### src/rtl/lbp_pkg.sv
package lbp_pkg;

  // --------------------------------------------------
  // Table shape
  // --------------------------------------------------

  // Instructions per fetch block
  localparam int unsigned NR_SLOTS  = 2;
  // Compressed instructions, so PC bit 0 carries no information
  localparam int unsigned PC_OFFSET = 1;
  // PC bits that pick the slot inside a fetch block
  localparam int unsigned SLOT_BITS = 1;

  // Local history table
  localparam int unsigned LHR_ROWS  = 16;
  localparam int unsigned ROW_BITS  = $clog2(LHR_ROWS);
  localparam int unsigned HIST_BITS = 4;

  // Pattern table, one row per history value
  localparam int unsigned CTR_ROWS  = 16;
  localparam int unsigned CTR_BITS  = 2;

  localparam int unsigned VLEN = 32;

  // --------------------------------------------------
  // Width types
  // --------------------------------------------------

  typedef logic [VLEN-1:0]      vaddr_t;
  typedef logic [SLOT_BITS-1:0] slot_t;
  typedef logic [ROW_BITS-1:0]  lhr_row_t;
  typedef logic [HIST_BITS-1:0] history_t;
  typedef logic [CTR_BITS-1:0]  sat_ctr_t;

  // Counter bounds and the weakly taken value loaded by a flush
  localparam sat_ctr_t CTR_MAX_VAL   = sat_ctr_t'((1 << CTR_BITS) - 1);
  localparam sat_ctr_t CTR_FLUSH_VAL = 2'b10;

  // --------------------------------------------------
  // Update and prediction records
  // --------------------------------------------------

  // Resolved branch from execute
  typedef struct packed {
    logic   valid;
    vaddr_t pc;
    logic   taken;
  } bht_update_t;

  typedef struct packed {
    logic valid;
    logic taken;
  } bht_prediction_t;

  typedef history_t        [NR_SLOTS-1:0] slot_history_t;
  typedef bht_prediction_t [NR_SLOTS-1:0] slot_prediction_t;

  // --------------------------------------------------
  // PC decoding shared by both tables
  // --------------------------------------------------

  // Slot number, PC bit 1
  function automatic slot_t pc_slot(vaddr_t pc);
    return pc[PC_OFFSET +: SLOT_BITS];
  endfunction

  // History row, PC bits 5:2
  function automatic lhr_row_t pc_row(vaddr_t pc);
    return pc[PC_OFFSET + SLOT_BITS +: ROW_BITS];
  endfunction

endpackage
### src/rtl/lbp_top.sv
`timescale 1ns/100ps

module lbp_top (
  input  logic                      clk_i,
  input  logic                      rst_ni,
  input  logic                      flush_bp_i,
  input  logic                      debug_mode_i,
  // Fetch PC
  input  lbp_pkg::vaddr_t           vpc_i,
  // Resolved branch
  input  lbp_pkg::bht_update_t      bht_update_i,
  // History saved from index_o when the branch was fetched
  input  lbp_pkg::history_t         update_index_i,
  output lbp_pkg::slot_prediction_t bht_prediction_o,
  // History to keep with the fetch block for its later update
  output lbp_pkg::history_t         index_o
);

  lbp_pkg::slot_history_t lookup_hist;

  // --------------------------------------------------
  // First level, local histories
  // --------------------------------------------------

  lbp_history_table i_history_table (
    .clk_i        (clk_i),
    .rst_ni       (rst_ni),
    .flush_bp_i   (flush_bp_i),
    .debug_mode_i (debug_mode_i),
    .vpc_i        (vpc_i),
    .bht_update_i (bht_update_i),
    .lookup_hist_o(lookup_hist)
  );

  // --------------------------------------------------
  // Second level, pattern counters
  // --------------------------------------------------

  lbp_counter_table i_counter_table (
    .clk_i         (clk_i),
    .rst_ni        (rst_ni),
    .flush_bp_i    (flush_bp_i),
    .debug_mode_i  (debug_mode_i),
    .lookup_hist_i (lookup_hist),
    .bht_update_i  (bht_update_i),
    .update_index_i(update_index_i),
    .prediction_o  (bht_prediction_o)
  );

  // Last slot's history is the one handed back for the update
  assign index_o = lookup_hist[lbp_pkg::NR_SLOTS-1];

endmodule

### src/rtl/lbp_counter_table.sv
`timescale 1ns/100ps

module lbp_counter_table (
  input  logic                      clk_i,
  input  logic                      rst_ni,
  input  logic                      flush_bp_i,
  input  logic                      debug_mode_i,
  input  lbp_pkg::slot_history_t    lookup_hist_i,
  input  lbp_pkg::bht_update_t      bht_update_i,
  input  lbp_pkg::history_t         update_index_i,
  output lbp_pkg::slot_prediction_t prediction_o
);

  // Pattern table entry
  typedef struct packed {
    logic              valid;
    lbp_pkg::sat_ctr_t ctr;
  } ctr_entry_t;

  ctr_entry_t ctr_q [lbp_pkg::CTR_ROWS-1:0][lbp_pkg::NR_SLOTS-1:0];

  lbp_pkg::slot_t    update_slot;
  lbp_pkg::sat_ctr_t ctr_cur;
  lbp_pkg::sat_ctr_t ctr_next;
  logic              update_en;

  // --------------------------------------------------
  // Prediction
  // --------------------------------------------------

  // Each slot looks up its own pattern row through its own history
  for (genvar i = 0; i < lbp_pkg::NR_SLOTS; i++) begin : gen_predict
    ctr_entry_t entry;

    assign entry = ctr_q[lookup_hist_i[i]][i];

    assign prediction_o[i].valid = entry.valid;
    // Upper half of the counter range means taken
    assign prediction_o[i].taken = entry.ctr[lbp_pkg::CTR_BITS-1];
  end

  // --------------------------------------------------
  // Saturating update
  // --------------------------------------------------

  assign update_slot = lbp_pkg::pc_slot(bht_update_i.pc);
  assign update_en   = bht_update_i.valid && !debug_mode_i;

  // Row comes from the history saved at fetch, not from the current table
  assign ctr_cur = ctr_q[update_index_i][update_slot].ctr;

  always_comb begin
    ctr_next = ctr_cur;
    if (bht_update_i.taken) begin
      if (ctr_cur != lbp_pkg::CTR_MAX_VAL) begin
        ctr_next = ctr_cur + 1'b1;
      end
    end else begin
      if (ctr_cur != '0) begin
        ctr_next = ctr_cur - 1'b1;
      end
    end
  end

  always_ff @(posedge clk_i or negedge rst_ni) begin
    if (!rst_ni) begin
      for (int r = 0; r < lbp_pkg::CTR_ROWS; r++) begin
        for (int s = 0; s < lbp_pkg::NR_SLOTS; s++) begin
          ctr_q[r][s] <= '0;
        end
      end
    end else if (flush_bp_i) begin
      // Evict everything, restart from weakly taken
      for (int r = 0; r < lbp_pkg::CTR_ROWS; r++) begin
        for (int s = 0; s < lbp_pkg::NR_SLOTS; s++) begin
          ctr_q[r][s].valid <= 1'b0;
          ctr_q[r][s].ctr   <= lbp_pkg::CTR_FLUSH_VAL;
        end
      end
    end else if (update_en) begin
      ctr_q[update_index_i][update_slot].valid <= 1'b1;
      ctr_q[update_index_i][update_slot].ctr   <= ctr_next;
    end
  end

endmodule

### src/rtl/lbp_history_table.sv
`timescale 1ns/100ps

module lbp_history_table (
  input  logic                   clk_i,
  input  logic                   rst_ni,
  input  logic                   flush_bp_i,
  input  logic                   debug_mode_i,
  input  lbp_pkg::vaddr_t        vpc_i,
  input  lbp_pkg::bht_update_t   bht_update_i,
  output lbp_pkg::slot_history_t lookup_hist_o
);

  // One local history per row and slot
  lbp_pkg::history_t lhr_q [lbp_pkg::LHR_ROWS-1:0][lbp_pkg::NR_SLOTS-1:0];

  lbp_pkg::lhr_row_t lookup_row;
  lbp_pkg::lhr_row_t update_row;
  lbp_pkg::slot_t    update_slot;
  lbp_pkg::history_t update_hist_cur;
  lbp_pkg::history_t update_hist_next;
  logic              update_en;

  // --------------------------------------------------
  // Lookup
  // --------------------------------------------------

  assign lookup_row = lbp_pkg::pc_row(vpc_i);

  // All slots of the fetch block share the row
  for (genvar i = 0; i < lbp_pkg::NR_SLOTS; i++) begin : gen_lookup
    assign lookup_hist_o[i] = lhr_q[lookup_row][i];
  end

  // --------------------------------------------------
  // Update
  // --------------------------------------------------

  assign update_row  = lbp_pkg::pc_row(bht_update_i.pc);
  assign update_slot = lbp_pkg::pc_slot(bht_update_i.pc);

  // Resolved branches are ignored while the core is halted in debug
  assign update_en = bht_update_i.valid && !debug_mode_i;

  assign update_hist_cur = lhr_q[update_row][update_slot];

  // Oldest outcome drops off the top, newest enters at bit 0
  assign update_hist_next = {update_hist_cur[lbp_pkg::HIST_BITS-2:0], bht_update_i.taken};

  always_ff @(posedge clk_i or negedge rst_ni) begin
    if (!rst_ni) begin
      for (int r = 0; r < lbp_pkg::LHR_ROWS; r++) begin
        for (int s = 0; s < lbp_pkg::NR_SLOTS; s++) begin
          lhr_q[r][s] <= '0;
        end
      end
    end else if (flush_bp_i) begin
      // Flush wins over an update in the same cycle
      for (int r = 0; r < lbp_pkg::LHR_ROWS; r++) begin
        for (int s = 0; s < lbp_pkg::NR_SLOTS; s++) begin
          lhr_q[r][s] <= '0;
        end
      end
    end else if (update_en) begin
      lhr_q[update_row][update_slot] <= update_hist_next;
    end
  end

endmodule

### config.mk
export PLATFORM = sky130hd
export DESIGN_NAME = lbp_top
export DESIGN_NICKNAME = d
export VERILOG_FILES = /design/src/rtl/lbp_pkg.sv /design/src/rtl/lbp_top.sv /design/src/rtl/lbp_counter_table.sv /design/src/rtl/lbp_history_table.sv
export SDC_FILE = /design/constraint.sdc
export NUM_CORES = 1
export LEC_CHECK = 0
export BUFFER_PORTS_ARGS = -buffer_cell sky130_fd_sc_hd__clkbuf_2
export CAP_MARGIN = 25
export CORE_ASPECT_RATIO = 2
export CORE_MARGIN = 2
export CORE_UTILIZATION = 44
export CTS_CLUSTER_SIZE = 12
export DETAILED_ROUTE_END_ITERATION = 16
export PLACE_DENSITY = 0.64
export SLEW_MARGIN = 20
export SYNTH_ARGS = -nofsm -noshare
export SYNTH_HDL_FRONTEND = slang
export SYNTH_HIERARCHICAL = 1
export SYNTH_SLANG_ARGS = --single-unit
### constraint.sdc
create_clock -name clk_i -period 5.2 [get_ports clk_i]
set_clock_uncertainty 0.05 [all_clocks]
set_input_delay 0.78 -clock clk_i [delete_from_list [all_inputs] [get_ports clk_i]]
set_output_delay 0.78 -clock clk_i [all_outputs]
set_load 0.01 [all_outputs]
; ---- Word level (Yosys, flattened, before mapping)
; Index checks and enable logic that the tools add are counted.
[classes]
div_mod_pow = 0
n_reduce_logical = 7
n_mux = 36
shifts = 0
bitwise_logic = 0
order_cmp = 9
eq_ne = 1
n_addsub = 2
n_mul = 0
[op_table]
columns = operator, n
row1 = $mux W128, 2
row2 = $bwmux W96, 2
row3 = $mux W96, 2
row4 = $bwmux W128, 1
row5 = $bmux W6 S4, 3
row6 = $bmux W8 S4, 2
row7 = $demux W6 S4, 2
row8 = $demux W8 S4, 1
row9 = $lt A4 B5 Y1 const B, 5
row10 = $mux W6, 3
row11 = $mux W8, 2
row12 = $mux W2, 6
row13 = $mux W3, 4
row14 = $ge A4 B1 Y1 const B, 2
row15 = $mux W7, 1
row16 = $demux W3 S1, 2
row17 = $mux W5, 1
row18 = $demux W4 S1, 1
row19 = $logic_and A1 B1 Y1, 4
row20 = $mux W4, 1
row21 = $reduce_bool A2 Y1, 2
row22 = $add A2 B1 Y2 const B, 1
row23 = $lt A1 B2 Y1 const B, 1
row24 = $ne A2 B2 Y1 const B, 1
row25 = 3 further kinds, 3
[totals]
n_memories = 0
out_inout_bits = 8
rom_bits = 0
ramBits = 0
elab_cells = 151
latchBits = 0
ff_bits = 224

; ---- Depth between registers and ports, before layout
[depth]
word_depth = 10
depth_mapped = 11
depth_no_buf = 7

; ---- Modules after synthesis
; Netlist, hierarchy kept.
[modules_own_cells]
columns = mod, n_inst, cells_each, area_per_inst_um2
row1 = lbp_history_table, 1, 709, 7473.4
row2 = lbp_counter_table, 1, 521, 5133.7

; ---- Worst setup path before layout
; No wires, ideal clock.
[synth_path]
path_kind = input-to-output
from = input vpc_i[2]
to = output bht_prediction_o[2] in the netlist's numbering
required_ns = 4.370
path_buffers = 3
path_slack_ns = 0.765
arrival_ns = 3.605
stages = 7
cell_sequence = clkbuf_1 > buf_2 > mux4_2 > mux4_2 > clkbuf_1 > mux4_2 > mux4_2
[synth_lines]
columns = element, line_no
row1 = "start, declared", lbp_top.sv:9  ; input lbp_pkg::vaddr_t vpc_i,
row2 = "end, declared", lbp_top.sv:14  ; output lbp_pkg::slot_prediction_t bht_prediction_o,

==> impl_metrics.csv <==
group,metric,value,unit
sta,tightest_slew,0.984,ns
global_route,grt_start_max_net_pins,143,
global_route,grt_pass1_wl,59.7,mm
synthesis,avgSynthCellArea,10.2,sq um
worst_setup_path,critPathRequiredTime,4.37,ns
sta,min_period_over_period,89.1,%
sta,setup_tns,0,ns
clock_tree,hold_buffers,0,
final_layout,multi_input_area,0.00641,sq mm
floorplanning,coreArea,0.0282,sq mm
place,place_congestion,0.896,
worst_setup_path,critical-path-slowest-cell,"mux4_2",
floorplanning,rows,87,
synthesis,synth.distinct_cells,51,
worst_setup_path,critPathBufInv,3,
run_status,status,"completed",
synthesis,ys_warn_count,6,
worst_setup_path,cp-start-kind,"primary input",
clock_tree,cts_tree,"built",
global_route,grt_antenna_before_repair,0,
clock_tree,clock_latency,0.52,ns
clock_tree,htreeDepth,1,
clock_tree,clk_pin_slew,0.06,ns
final_layout,layout.nets,1275,
worst_setup_path,critPathLaunch,"vpc_i[2]",
sta,clock.fmax,0.216,GHz
sta,whs,0.191,ns
clock_tree,cts_resized,0,
final_layout,num_antenna_cells,0,
clock_tree,cts_setup_buffers,0,
detailed_routing,num_vias,9973,
sta,period_needed,4.63,ns
final_layout,layout-drive-gt1-share,17.5,%
floorplanning,ios,82,
detailed_routing,vias_per_cell,6.38,
floorplanning,die_width,124,um
power,ir_drop,0.194,mV
worst_setup_path,worst_setup_path_end_kind,"output port",
clock_tree,cts_buffer_depth,3,
detailed_routing,wirelength,38.5,mm
final_layout,syn_to_final_growth,7.43,%
global_route,grt_pass1_vias,10354,
synthesis,synth_area,0.0126,sq mm
sta,rsz0062_at_grt,"false",
detailed_routing,dr.pass1.iters,5,
clock_tree,numCtsBuffers,23,
global_route,grt-ovfl-total,0,
synthesis,synth-seq-cells,224,
worst_setup_path,crit_path_cell_trace,"clkbuf_2 -> buf_4 -> mux4_2 -> mux4_2 -> mux4_2 -> mux4_2 -> clkbuf_2",
worst_setup_path,cpMostUsedCell,"mux4_2",
synthesis,synth_nets,1304,
synthesis,yosys.area.top_type,"dfrtp_1",
synthesis,synth_top_area_share,44.5,%
hold_path,worst_hold_path_type,"primary input to asynchronous set/reset pin",
clock_tree,root_buffer,"clkbuf_16",
detailed_routing,wl_per_cell,24.7,um
place,dpl_cell_area,0.0129,sq mm
synthesis,synth_common_cells,"nand2_1, dfrtp_1, nor2_1",
synthesis,synth_ff_type,"dfrtp_1",
final_layout,fillCellCount,2603,
clock_tree,cts_sinks,224,
synthesis,synth_area_leaders,"dfrtp_1, mux4_2, nand2_1",
detailed_routing,drc,0,
floorplanning,initial_core_util,44.7,%
sta,finalHoldViolCount,0,
worst_setup_path,rr_startpoint,"i_counter_table/ctr_q[52]$_DFFE_PN0P_",
worst_setup_path,path_delay_family,"multiplexers",
place,hpwl,26.6,mm
worst_setup_path,arrival,3.80,ns
synthesis,synth-edff-count,0,
final_layout,stdcell_area,0.0135,sq mm
worst_setup_path,cp_max_fo,12,
worst_setup_path,crit_type,"primary input to output port",
place,numPortBuffers,26,
synthesis,synth_most_common_cell,"nand2_1",
detailed_routing,ant_nets,0,
synthesis,synth_cells,1230,
synthesis,async_reset_ff_share,100,%
global_route,grt_usage,26.3,%
power,powerDensity,265,mW/mm^2
sta,setup_viol,0,
sta,slew_viol_final,0,
final_layout,regArea,0.00561,sq mm
synthesis,yosysSeqAreaShare,44.5,%
sta,relSlewSlack,34.2,%
floorplanning,die_h,243,um
worst_setup_path,max_stage_delay,0.66,ns
floorplanning,die_area,0.0301,sq mm
detailed_routing,detail_route.iter0.violations,861,
flow_run,maxCapViolCount,0,
power,p_leak,5.25,nW
-- cell type report --
type / count / area share (%)
flip-flops and latches: 224 / 41.4
multi-input cells: 884 / 47.3
clock inverters: 2 / 0.102
clock buffers: 28 / 4.46
repair buffers: 61 / 3.25
inverters: 7 / 0.194
well taps: 356 / 3.29
-- worst paths after layout --
check	to	slack [ns]	depth (start not counted)
worst max-delay path	bht_prediction_o[3]	0.57	7
worst min-delay path	i_history_table/lhr_q[50]$_DFFE_PN0P_	0.19	1
worst max register to register	i_counter_table/ctr_q[6]$_DFFE_PN0P_	2.45	7
worst min register to register	i_history_table/lhr_q[111]$_DFFE_PN0P_	0.42	2
max in group asynchronous	i_history_table/lhr_q[23]$_DFFE_PN0P_	3.68	2
min in group clk_i	i_history_table/lhr_q[111]$_DFFE_PN0P_	0.42	2
-- flip-flops by register name, summed over array words and instances (netlist names) --
signal and count:
i_counter_table/ctr_q 96, i_history_table/lhr_q 128
-- metrics by stage --
stage	util (%)	setup WS, ns	power [mW]	instances
detailed placement	45.8	0.579	2.13	1530
finish	48.0	0.567	3.58	1562
floorplan	-	0.765	2.01	1230
CTS	48.0	0.579	3.62	1560
global placement	45.8	0.624	2.13	1530
global route	48.0	0.475	3.70	1562
-- where the power goes --
part,leakage (nW),internal [mW],switching [mW]
Combinational,1.98,0.0840,0.263
Sequential,2.96,1.75,0.00578
Clock,0.304,0.810,0.671
-- cells by family after synthesis --
logic type,after synthesis,synth area share [%]
muxes,114,17.4
adders and majority gates,2,0.179
buffers and inverters,122,4.96
AOI/OAI and AO/OA,296,16.5
and+or+nand+nor,472,16.5
DFF,224,44.5
-- layout by cell type, fill, tap and decap left out, types with 4 or more instances in the layout --
cell,instances
nor2b_1,10
o221ai_1,5
nor2_1,132
clkbuf_2,24
mux2_2,9
a211oi_1,5
a2111oi_0,4
nor4b_2,5
buf_4,32
mux4_1,12
a211oi_2,25
nand2_1,246
clkbuf_1,4
inv_1,7
o21ai_1,6
a32oi_1,6
a221oi_1,5
nor4bb_1,5
clkbuf_16,23
dfrtp_1,224
nand3_1,35
mux4_2,68
mux2i_1,25
a22oi_1,5
o21ai_0,27
a21oi_1,101
and4b_1,4
o31ai_2,4
nor3_1,4
o31ai_1,93
-- metal layers --
metal	share of wire, %	global-route usage, %	up-vias
met5	0	0	-
met4	8.3	19.9	0
met3	5.0	3.21	149
met2	53	45.7	434
met1	34	28.2	4966
li1	-	-	4424
-- worst reg2reg max path, delay by kind of cell, from the launching register on --
family / cells / cell delay [ns]
flops: 1 / 0.39
simple gates: 3 / 0.56
compound gates: 3 / 0.75
fa+ha+maj: 1 / 0.83
No activity file was read; power rests on OpenSTA's default activity.
